## src/rtl/rv32i_types_pkg.sv

```systemverilog
// RV32I encoding types: machine word, major opcodes and immediate field widths
`default_nettype none

package rv32i_types_pkg;

    // Machine word width for RV32
    localparam int WORD_W = 32;

    // Major opcode occupies instr[6:0]
    localparam int OPCODE_W = 7;

    // B-type immediate, 12 encoded bits plus implied zero LSB
    localparam int B_IMM_W = 13;

    // J-type immediate, 20 encoded bits plus implied zero LSB
    localparam int J_IMM_W = 21;

    typedef logic [WORD_W-1:0] word_t;

    // Base opcodes of the RV32I major opcode map
    typedef enum logic [OPCODE_W-1:0] {
        // Upper immediate forms
        LUI    = 7'b0110111,
        AUIPC  = 7'b0010111,
        // Unconditional jumps
        JAL    = 7'b1101111,
        JALR   = 7'b1100111,
        // Conditional branches
        BRANCH = 7'b1100011,
        // Memory access
        LOAD   = 7'b0000011,
        STORE  = 7'b0100011,
        // Arithmetic, immediate and register forms
        OP_IMM = 7'b0010011,
        OP     = 7'b0110011
    } opcode_t;

endpackage

`default_nettype wire

```

## src/rtl/fetch_cfg_pkg.sv

```systemverilog
// Fetch configuration: reset vector, bus byte order, fault squash word, PC step
`default_nettype none

package fetch_cfg_pkg;

    // First instruction fetched out of reset
    localparam logic [31:0] RESET_PC = 32'h8000_0000;

    // Set when the instruction bus returns bytes little-endian
    localparam logic BUS_LITTLE_ENDIAN = 1'b1;

    // Word put in the instruction field on a fault or misalignment
    localparam logic [31:0] FAULT_NOP = 32'h0000_0000;

    // No compressed instructions, so always one word
    localparam logic [31:0] PC_STEP = 32'd4;

endpackage

`default_nettype wire

```

## src/rtl/fetch_unit.sv

```systemverilog
// Instruction fetch unit: bus read, alignment check, fault tracking and byte swap
`timescale 1ns/100ps
`default_nettype none

module fetch_unit (
    input  logic                  CLK,
    input  logic                  nRST,
    input  logic                  ireq,
    input  rv32i_types_pkg::word_t pc,
    input  rv32i_types_pkg::word_t bus_rdata,
    input  logic                  bus_busy,
    input  logic                  bus_error,
    output rv32i_types_pkg::word_t bus_addr,
    output logic                  bus_ren,
    output logic                  insn_ready,
    output logic                  insn_fault,
    output logic                  mal_addr,
    output rv32i_types_pkg::word_t insn_out,
    output rv32i_types_pkg::word_t insn_addr
);
    import rv32i_types_pkg::*;
    import fetch_cfg_pkg::*;

    logic  access_done;
    logic  access_err;
    logic  err_pend;
    word_t err_addr;

    // Word alignment only, no compressed support
    assign mal_addr = (pc[1:0] != 2'b00);

    // Misaligned PC never reaches the bus
    assign bus_ren  = ireq && !mal_addr;
    assign bus_addr = pc;

    // Access ends on first non-busy cycle with ren high
    assign access_done = bus_ren && !bus_busy;
    assign access_err  = access_done && bus_error;

    // Misalignment completes at once
    assign insn_ready = mal_addr || access_done;

    // Error seen earlier in this access stays visible until PC moves
    assign insn_fault = access_err || (err_pend && (err_addr == pc));

    always_ff @(posedge CLK, negedge nRST) begin
        if (!nRST) begin
            err_pend <= 1'b0;
        end else if (access_err) begin
            err_pend <= 1'b1;
        end else if (err_pend && (err_addr != pc)) begin
            // PC left the faulting address
            err_pend <= 1'b0;
        end
    end

    // Address of the faulting access
    always_ff @(posedge CLK) begin
        if (access_err) begin
            err_addr <= pc;
        end
    end

    // Bus data to instruction order
    always_comb begin
        if (BUS_LITTLE_ENDIAN) begin
            insn_out = {bus_rdata[7:0], bus_rdata[15:8],
                        bus_rdata[23:16], bus_rdata[31:24]};
        end else begin
            insn_out = bus_rdata;
        end
    end

    // Physical address of this fetch, for fault reporting
    assign insn_addr = pc;

endmodule

`default_nettype wire

```

## src/rtl/static_predictor.sv

```systemverilog
// Static branch predictor: backward branches and JAL taken, target is PC plus immediate
`timescale 1ns/100ps
`default_nettype none

module static_predictor (
    input  rv32i_types_pkg::word_t instr,
    input  rv32i_types_pkg::word_t pc,
    output logic                  predict_taken,
    output rv32i_types_pkg::word_t target_addr
);
    import rv32i_types_pkg::*;

    opcode_t              opcode;
    logic [B_IMM_W-1:0]   imm_b;
    logic [J_IMM_W-1:0]   imm_j;
    word_t                imm_b_ext;
    word_t                imm_j_ext;

    // Major opcode field
    assign opcode = opcode_t'(instr[OPCODE_W-1:0]);

    // B-type: imm[12|10:5] in 31:25, imm[4:1|11] in 11:7
    assign imm_b = {instr[31], instr[7], instr[30:25], instr[11:8], 1'b0};

    // J-type: imm[20|10:1|11|19:12] in 31:12
    assign imm_j = {instr[31], instr[19:12], instr[20], instr[30:21], 1'b0};

    // Sign extension to a full word
    assign imm_b_ext = {{(WORD_W-B_IMM_W){imm_b[B_IMM_W-1]}}, imm_b};
    assign imm_j_ext = {{(WORD_W-J_IMM_W){imm_j[J_IMM_W-1]}}, imm_j};

    always_comb begin
        case (opcode)
            // Always taken, target known from the encoding
            JAL:     predict_taken = 1'b1;
            // Backward means loop, negative offset
            BRANCH:  predict_taken = imm_b[B_IMM_W-1];
            // Register target unknown in fetch
            JALR:    predict_taken = 1'b0;
            default: predict_taken = 1'b0;
        endcase
    end

    // JAL uses the J immediate, everything else the B immediate
    assign target_addr = pc + ((opcode == JAL) ? imm_j_ext : imm_b_ext);

endmodule

`default_nettype wire

```

## src/rtl/fetch_stage.sv

```systemverilog
// Fetch stage: PC register, next-PC priority select and fetch/execute pipeline register
`timescale 1ns/100ps
`default_nettype none

module fetch_stage (
    input  logic                   CLK,
    input  logic                   nRST,
    // Hazard controls
    input  logic                   pc_en,
    input  logic                   iren,
    input  logic                   suppress_iren,
    input  logic                   if_ex_stall,
    input  logic                   if_ex_flush,
    input  logic                   insert_priv_pc,
    input  rv32i_types_pkg::word_t priv_pc,
    input  logic                   rollback,
    input  rv32i_types_pkg::word_t rollback_pc,
    input  logic                   npc_sel,
    input  rv32i_types_pkg::word_t brj_addr,
    input  logic                   prot_fault_i,
    // Predictor return
    input  logic                   predict_taken,
    input  rv32i_types_pkg::word_t target_addr,
    // Instruction bus
    input  rv32i_types_pkg::word_t bus_rdata,
    input  logic                   bus_busy,
    input  logic                   bus_error,
    output rv32i_types_pkg::word_t bus_addr,
    output logic                   bus_ren,
    // Status
    output logic                   i_mem_busy,
    output rv32i_types_pkg::word_t pc_f,
    output rv32i_types_pkg::word_t fault_addr,
    output rv32i_types_pkg::word_t fetched_instr,
    // Fetch/execute register
    output logic                   ex_valid,
    output rv32i_types_pkg::word_t ex_instr,
    output rv32i_types_pkg::word_t ex_pc,
    output rv32i_types_pkg::word_t ex_pc4,
    output logic                   ex_prediction,
    output rv32i_types_pkg::word_t ex_predicted_address,
    output logic                   ex_mal_insn,
    output logic                   ex_fault_insn,
    output rv32i_types_pkg::word_t ex_fault_addr
);
    import rv32i_types_pkg::*;
    import fetch_cfg_pkg::*;

    word_t pc;
    word_t pc4;
    word_t npc;
    word_t insn_out;
    word_t insn_addr;
    logic  ireq;
    logic  insn_ready;
    logic  bus_fault;
    logic  mal_addr;
    logic  fault_insn;

    always_ff @(posedge CLK, negedge nRST) begin
        if (!nRST) begin
            pc <= RESET_PC;
        end else if (pc_en) begin
            pc <= npc;
        end
    end

    assign pc4 = pc + PC_STEP;

    // Privileged redirect wins, then rollback, branch, prediction
    always_comb begin
        if (insert_priv_pc)     npc = priv_pc;
        else if (rollback)      npc = rollback_pc;
        else if (npc_sel)       npc = brj_addr;
        else if (predict_taken) npc = target_addr;
        else                    npc = pc4;
    end

    assign ireq = iren && !suppress_iren;

    fetch_unit FETCHER (
        .CLK,
        .nRST,
        .ireq,
        .pc,
        .bus_rdata,
        .bus_busy,
        .bus_error,
        .bus_addr,
        .bus_ren,
        .insn_ready,
        .insn_fault(bus_fault),
        .mal_addr,
        .insn_out,
        .insn_addr
    );

    // Protection and bus faults share one flag
    assign fault_insn = prot_fault_i || bus_fault;

    // Squashed word also keeps the predictor quiet
    assign fetched_instr = (fault_insn || mal_addr) ? FAULT_NOP : insn_out;

    assign i_mem_busy = !insn_ready && !fault_insn;
    assign pc_f       = pc;
    assign fault_addr = insn_addr;

    // Flush only takes effect when not stalled
    always_ff @(posedge CLK, negedge nRST) begin
        if (!nRST) begin
            ex_valid             <= 1'b0;
            ex_instr             <= '0;
            ex_pc                <= '0;
            ex_pc4               <= '0;
            ex_prediction        <= 1'b0;
            ex_predicted_address <= '0;
            ex_mal_insn          <= 1'b0;
            ex_fault_insn        <= 1'b0;
            ex_fault_addr        <= '0;
        end else if (!if_ex_stall) begin
            if (if_ex_flush) begin
                ex_valid             <= 1'b0;
                ex_instr             <= '0;
                ex_pc                <= '0;
                ex_pc4               <= '0;
                ex_prediction        <= 1'b0;
                ex_predicted_address <= '0;
                ex_mal_insn          <= 1'b0;
                ex_fault_insn        <= 1'b0;
                ex_fault_addr        <= '0;
            end else begin
                // Faulted fetch still valid so execute can trap
                ex_valid             <= 1'b1;
                ex_instr             <= fetched_instr;
                ex_pc                <= pc;
                ex_pc4               <= pc4;
                ex_prediction        <= predict_taken;
                ex_predicted_address <= target_addr;
                ex_mal_insn          <= mal_addr;
                ex_fault_insn        <= fault_insn;
                ex_fault_addr        <= fault_addr;
            end
        end
    end

endmodule

`default_nettype wire

```

## src/rtl/fetch_top.sv

```systemverilog
// Fetch front end top: fetch stage plus static predictor, wired to the core ports
`timescale 1ns/100ps
`default_nettype none

module fetch_top (
    input  logic                   CLK,
    input  logic                   nRST,
    // Hazard controls
    input  logic                   pc_en,
    input  logic                   iren,
    input  logic                   suppress_iren,
    input  logic                   if_ex_stall,
    input  logic                   if_ex_flush,
    input  logic                   insert_priv_pc,
    input  rv32i_types_pkg::word_t priv_pc,
    input  logic                   rollback,
    input  rv32i_types_pkg::word_t rollback_pc,
    input  logic                   npc_sel,
    input  rv32i_types_pkg::word_t brj_addr,
    input  logic                   prot_fault_i,
    // Instruction bus
    input  rv32i_types_pkg::word_t bus_rdata,
    input  logic                   bus_busy,
    input  logic                   bus_error,
    output rv32i_types_pkg::word_t bus_addr,
    output logic                   bus_ren,
    // Status
    output logic                   i_mem_busy,
    output rv32i_types_pkg::word_t pc_f,
    output rv32i_types_pkg::word_t fault_addr,
    // Fetch/execute register
    output logic                   ex_valid,
    output rv32i_types_pkg::word_t ex_instr,
    output rv32i_types_pkg::word_t ex_pc,
    output rv32i_types_pkg::word_t ex_pc4,
    output logic                   ex_prediction,
    output rv32i_types_pkg::word_t ex_predicted_address,
    output logic                   ex_mal_insn,
    output logic                   ex_fault_insn,
    output rv32i_types_pkg::word_t ex_fault_addr
);
    import rv32i_types_pkg::*;

    // Predictor loop, combinational
    word_t fetched_instr;
    word_t target_addr;
    logic  predict_taken;

    fetch_stage STAGE (
        .CLK, .nRST,
        .pc_en, .iren, .suppress_iren, .if_ex_stall, .if_ex_flush,
        .insert_priv_pc, .priv_pc, .rollback, .rollback_pc,
        .npc_sel, .brj_addr, .prot_fault_i,
        .predict_taken, .target_addr,
        .bus_rdata, .bus_busy, .bus_error, .bus_addr, .bus_ren,
        .i_mem_busy, .pc_f, .fault_addr, .fetched_instr,
        .ex_valid, .ex_instr, .ex_pc, .ex_pc4, .ex_prediction,
        .ex_predicted_address, .ex_mal_insn, .ex_fault_insn, .ex_fault_addr
    );

    // Predicts on the current PC and the word fetched there
    static_predictor PREDICTOR (
        .instr(fetched_instr),
        .pc(pc_f),
        .predict_taken,
        .target_addr
    );

endmodule

`default_nettype wire

```

## config.mk

```make
export PLATFORM = sky130hd
export DESIGN_NAME = fetch_top
export DESIGN_NICKNAME = d
export VERILOG_FILES = /design/src/rtl/rv32i_types_pkg.sv /design/src/rtl/fetch_cfg_pkg.sv /design/src/rtl/fetch_unit.sv /design/src/rtl/static_predictor.sv /design/src/rtl/fetch_stage.sv /design/src/rtl/fetch_top.sv
export SDC_FILE = /design/constraint.sdc
export NUM_CORES = 1
export LEC_CHECK = 0
export BUFFER_PORTS_ARGS = -buffer_cell sky130_fd_sc_hd__buf_2
export CAP_MARGIN = 25
export CORE_UTILIZATION = 35
export CTS_CLUSTER_DIAMETER = 50
export DETAILED_ROUTE_END_ITERATION = 16
export SYNTH_ARGS = -nofsm -noshare
export SYNTH_HDL_FRONTEND = slang
export SYNTH_SLANG_ARGS = --single-unit
```

## constraint.sdc

```tcl
create_clock -name CLK -period 9.9 [get_ports CLK]
set_input_delay 0.495 -clock CLK [delete_from_list [all_inputs] [get_ports CLK]]
set_output_delay 0.495 -clock CLK [all_outputs]
set_load 0.01 [all_outputs]
```

== After elaboration in Yosys (flattened, before gate mapping) ==
Cells that the tools add are included.
Word-level totals
  register bits after elaboration: 197
  input bits: 141
  output and inout port bits: 262
  logic and storage cells: 52
Operators by class
  add/sub/neg operators: 2
  equality and inequality tests: 4
  mux-type cells: 17
  reductions and logical operators: 18
Operators with widths (number)
  32-bit two-way mux: 9
  32-bit by 3-bit adder with 32-bit output (second input constant): 1
  32-bit adder: 1
  32-bit equality test: 1
  32-bit inequality test: 1
  20-bit two-way mux: 1
  7-bit equality test (second input constant): 2
  1-bit logical AND: 7
  1-bit two-way mux: 6
  1-bit logical NOT: 5
  1-bit logical OR: 4
  2-bit nonzero test: 2
  1-bit case mux with 2 select lines: 1

== Depth between registers and ports, before layout ==
  depth in word-level cells: 16
  gate-level depth with buffers: 22
  mapped depth without buffers: 18

== Modules after synthesis ==
Synthesis repeated with hierarchy kept, for this count alone.
Unflattened totals
  cells, all modules: 1503
  area total of the unflattened synthesis: 13779.5 um2
By module, submodules not included
  fetch_stage: times used 1, cells each 1071, area each 9819.4 um2, seq. area each 4855.9 um2
  fetch_unit: times used 1, cells each 180, area each 2100.8 um2, seq. area each 985.9 um2
  static_predictor: times used 1, cells each 252, area each 1859.3 um2, seq. area each 0.0 um2

== Worst setup path before layout ==
OpenSTA, ideal clock, no wires.
  path type: reg-to-reg
  from: register STAGE.pc[0] (netlist: STAGE.pc_f[0])
  to: register STAGE.pc[24] (netlist: STAGE.pc_f[24])
  setup time: 0.104 ns
  data arrival time: 6.873 ns
  data required time: 9.796 ns
  slack: 2.923 ns
  stages on the path, launching flop included: 19
  clock period less this slack: 6.977 ns
  cell sequence: dfrtp_1 > or4b_1 > nor3b_1 > or2_2 > or3_1 > buf_4 > buf_2 > buf_2 > nor2_1 > ha_1 > a21o_1 > a221o_1 > a221o_1 > o22a_1 > a31oi_4 > o21ai_2 > a311oi_2 > xor2_1 > a221oi_1
On the way
  cells in the longest elaborated chain, start to end: 16
  elaborated cells between the ends (all ways): 21
  classes of those cells: 2 x add/sub; 3 x eq/ne; 7 x mux; 9 x reduce/logical
Ends and longest elaborated chain
  start: declaration: line fetch_stage.sv:49  | word_t pc;
  start signal: assignment: line fetch_stage.sv:64  | pc <= npc;
  2-bit nonzero test *: line fetch_unit.sv:30  | assign mal_addr = (pc[1:0] != 2'b00);
  1-bit logical NOT *: line fetch_unit.sv:33  | assign bus_ren = ireq && !mal_addr;
  1-bit logical AND *: line fetch_unit.sv:33
  1-bit logical AND *: line fetch_unit.sv:37  | assign access_done = bus_ren && !bus_busy;
  1-bit logical AND *: line fetch_unit.sv:38  | assign access_err = access_done && bus_error;
  named net STAGE.FETCHER.access_err: line fetch_unit.sv:25  | logic access_err;
  1-bit logical OR *: line fetch_unit.sv:44  | assign insn_fault = access_err || (err_pend && (err_addr == pc));
  1-bit logical OR *: line fetch_stage.sv:99  | assign fault_insn = prot_fault_i || bus_fault;
  1-bit logical OR *: line fetch_stage.sv:102  | assign fetched_instr = (fault_insn || mal_addr) ? FAULT_NOP : insn_out;
  32-bit two-way mux *: line fetch_stage.sv:102
  7-bit equality test: line static_predictor.sv:33, static_predictor.sv:45
  20-bit two-way mux: line static_predictor.sv:45  | assign target_addr = pc + ((opcode == JAL) ? imm_j_ext : imm_b_ext);
  32-bit adder: line static_predictor.sv:45
  32-bit two-way mux *: line fetch_stage.sv:75  | else if (predict_taken) npc = target_addr;
  32-bit two-way mux *: line fetch_stage.sv:74  | else if (npc_sel) npc = brj_addr;
  32-bit two-way mux *: line fetch_stage.sv:73  | else if (rollback) npc = rollback_pc;
  32-bit two-way mux *: line fetch_stage.sv:72  | if (insert_priv_pc) npc = priv_pc;
The timed path passes the listed nets; every way through them passes the cells marked *.
A chain may end at the register's enable or synchronous reset.

== Worst setup path after layout ==
  from: register STAGE.pc[9] (netlist: STAGE.pc_f[9])
  to: register STAGE.pc[27] (netlist: STAGE.pc_f[27])
On the way
  cells in the longest elaborated chain, start to end: 13
  elaborated cells between the ends (all ways): 16
  classes of those cells: 2 x add/sub; 3 x eq/ne; 7 x mux; 4 x reduce/logical
Ends and longest elaborated chain (line)
  32-bit equality test: fetch_unit.sv:44
  1-bit logical AND: fetch_unit.sv:44
  1-bit logical OR: fetch_unit.sv:44
  1-bit logical OR: fetch_stage.sv:99
  1-bit logical OR: fetch_stage.sv:102
  32-bit two-way mux: fetch_stage.sv:102
  7-bit equality test: static_predictor.sv:33, static_predictor.sv:45
  20-bit two-way mux: static_predictor.sv:45
  32-bit adder: static_predictor.sv:45
  32-bit two-way mux *: fetch_stage.sv:75
  32-bit two-way mux *: fetch_stage.sv:74
  32-bit two-way mux *: fetch_stage.sv:73
  32-bit two-way mux *: fetch_stage.sv:72
Every way passes the cells marked *; elsewhere a longest branch is shown, timed or not.

==> summary.md <==
| Metric | Value |
|---|---|
| Status | finished clean |
| Leakage | roughly 6.7 nW |
| Initial DRC Count | 819 |
| Die footprint | 33900 sq um |
| Port bufs | around 400 |
| Setup WS pre-CTS | ~4200 ps |
| Vias in the first global route | about 10000 |
| Cell mode on critical path | a21oi_1 |
| DRC viols | 0 |
| Post-DP HPWL | between 30 and 40 mm |
| Final setup violation count | 0 |
| Crit-path max FO | 23 |
| WL/cell | 23.5 um |
| Clock transition at path regs | roughly 80 ps |
| Mapped Nets | between 1000 and 1500 |
| Ys flop type | dfrtp_1 |
| Post-CTS setup buffer count | 0 |
| Largest area contributor in the netlist | dfrtp_1 |
| Power, Total | about 0.0024 W |
| DR vias | approximately 11000 |
| Max Clock Freq | about 170 MHz |
| Min cycle time layout | approximately 5700 ps |
| Worst-Skew Late Latency | 450 ps |
| Top cells by count, synth | dfrtp_1, nand2_1, buf_4 |
| Period utilisation layout | 0.579 |
| GP Congestion | 0.967 |
| Layout cell share with drive strength beyond 1 | 0.319 |
| Wire length of the first global-routing pass | 66.0 mm |
| DR vias/cell | between 5 and 6 |
| Slew Limit Headroom | 0.330 |
| Final antenna-violating net count | 0 |
| Most common cell in the netlist | dfrtp_1 |
| Clock Path Buffers | 2 |
| Distinct cells, synth | 77 |
| GRT Total Usage | 0.267 |
| Largest net degree at the start of global routing | slightly below 100 |
| Area delta synth->final | 20.0% |
| Global route total overflow | 0 |
| WS Path Type | register to register |
| CTS Buf Count | 17 |
| Slew at the pin closest to its max-slew limit | between 900 and 1000 ps |
| RSZ-0062 raised after global routing | no |
| Hold Vio Cnt, Final | 0 |
| CP required | 10270 ps |
| Clk sinks | slightly below 200 |
| Crit start category | register |
| Worst Setup End Kind | register |
| Cts repair resizes | 0 |
| Drt pass-1 iters | 5 |
| Die Height | between 150 and 200 um |
| Core Area | about 33000 sq um |
| Crit path DAT | approximately 6100 ps |
| Post-CTS Hold Buffers | 0 |
| Initial antenna violation count | 4 |
| Cell Area, Synth | ~12000 sq um |
| CTS tree | built |
| Hold WC Path Type | input pin to async pin |
| CTS root buf | clkbuf_16 |
| Flops & latches, synth | approximately 190 |
| Max_cap viols | 0 |
| Die Width | around 180 um |
| Syn_area_per_cell | about 9.5 sq um |
| Critical path's slowest cell | or3_1 |
| CP delay by family, top | compound AO/OA/AOI/OAI gates |
| Total Routed Length | 45.6 mm |
| TNS Setup | 0 ps |
| Slew Viols, Final | 0 |
| IO Pins | 403 |
| Row count | 66 |
| Share of synthesized flip-flops with an asynchronous set or reset | 0.835 |
| Cell area power density | ~170 nW/um^2 |
| CP Buf/Inv Count | 0 |
| Worst Skew | approximately 18 ps |
| Htree depth | 4 |
| Top cells by area, synth | dfrtp_1, edfxtp_1, buf_4 |
| Worst VDD drop | around 0.00012 V |
| Share of the synthesized area in the top cell type | 0.347 |
| Initial Util | 0.357 |
| Nets | approximately 1700 |
| Post-synth EDFFs | 32 |
| PnR worst setup slack | 4160 ps |
| Warnings, synthesis | 0 |
| Crit path cell chain | xor2_1 -> or4_1 -> nor4_1 -> and4_1 -> or3_1 -> nor2_1 -> ha_1 -> a21oi_1 -> o21a_1 -> nor2_1 -> a2111oi_1 -> a31oi_1 -> o21ai_1 -> a21oi_1 -> a211o_1 -> a21oi_1 |
| Post-Syn Instances | around 1200 |
| Register area share after synthesis | 0.432 |
| Slowest cell delay on critical path | ~750 ps |
-- kinds of logic (layout without fill, tap and decap cells) --
family	count (synthesis)	count (layout)	synth area share
AOI/OAI and AO/OA	346	346	0.208
DFF	194	194	0.432
muxes	16	16	0.0139
adders and majority gates	34	34	0.0373
and+or+nand+nor	334	334	0.139
xor gates and xnor gates	87	87	0.0657
other	0	2	0
buffers and inverters	210	488	0.103
-- per-layer routing --
layer  vias to the layer above  global-route usage  part of all wire
li1                       4835                   -                 -
met1                      5232               0.371              0.45
met2                       541               0.409              0.44
met3                        65              0.0648             0.082
met4                         4              0.0783             0.024
met5                         -                   0           0.00057
-- report_power, final --
| group | switching (W) | internal [W] |
|---|---|---|
| Clock | 0.000335 | 0.000401 |
| Combinational | 0.000387 | 0.000243 |
| Sequential | 0.000101 | 0.000884 |
| Total | 0.000824 | 0.00153 |
-- flip-flops by register name, indices dropped and copies added, names as in the netlist, 30 cells and up --
register and count:
STAGE.FETCHER.err_addr 32, STAGE.pc_f 32, STAGE.ex_instr 32, STAGE.ex_fault_addr 32
STAGE.ex_predicted_address 31, STAGE.ex_pc4 30
-- cell usage in the layout (no fill, tap or decap), types with 5 or more instances in the layout --
| master | instances |
|---|---|
| buf_4 | 17 |
| a22o_1 | 71 |
| nor2_1 | 79 |
| a31oi_1 | 7 |
| mux2i_1 | 15 |
| a21oi_1 | 63 |
| nor2b_1 | 5 |
| a221oi_1 | 6 |
| dfrtp_1 | 161 |
| o31ai_1 | 24 |
| a211oi_1 | 6 |
| nor3_1 | 14 |
| nand2_1 | 120 |
| nand3_1 | 20 |
| o21ai_0 | 74 |
| edfxtp_1 | 32 |
| buf_2 | 400 |
| clkbuf_16 | 17 |
| xnor2_1 | 59 |
| or2_2 | 9 |
| o22ai_1 | 17 |
| o221ai_1 | 18 |
| nor4_1 | 8 |
| xor2_1 | 28 |
| nand4_1 | 18 |
| a21o_1 | 14 |
| nand2b_1 | 23 |
| o211ai_1 | 6 |
| ha_1 | 33 |
| and3_1 | 9 |
| inv_1 | 34 |
-- path summary, 6_finish.rpt --
check / to / cells after the start / start / slack (ps)
max: STAGE.pc_f[27] / 16 / STAGE.pc_f[9] / 4160
min: STAGE.ex_fault_addr[7] / 1 / nRST / 120
max reg2reg: STAGE.pc_f[27] / 16 / STAGE.pc_f[9] / 4160
min reg2reg: STAGE.ex_predicted_address[2] / 2 / STAGE.ex_predicted_address[2] / 480
max in group asynchronous: STAGE.pc_f[31] / 3 / nRST / 8620
min in group CLK: STAGE.ex_instr[8] / 2 / bus_rdata[16] / 280
-- stage by stage --
step,area (sq um),utilization,std cells,hold WS [ps]
final,13900,0.428,1943,124
after global routing,13900,0.428,1943,207
after CTS,13900,0.427,1940,184
after detailed placement,13300,0.408,1908,471
after global placement,13300,0.408,1907,463
after floorplan,11600,-,1221,199
-- final cells by class --
cell class                      instances  area [sq um]
Fill cell                            3321         18600
Tap cell                              442           553
Antenna cell                            2          5.00
Clock buffer                           17           425
Timing Repair Buffer                  421          2190
Sequential cell                       194          5020
Clock inverter                         15           178
Multi-Input combinational cell        817          5420
Inverter                               35           131
Note: power is estimated with default switching activity, not from simulation.
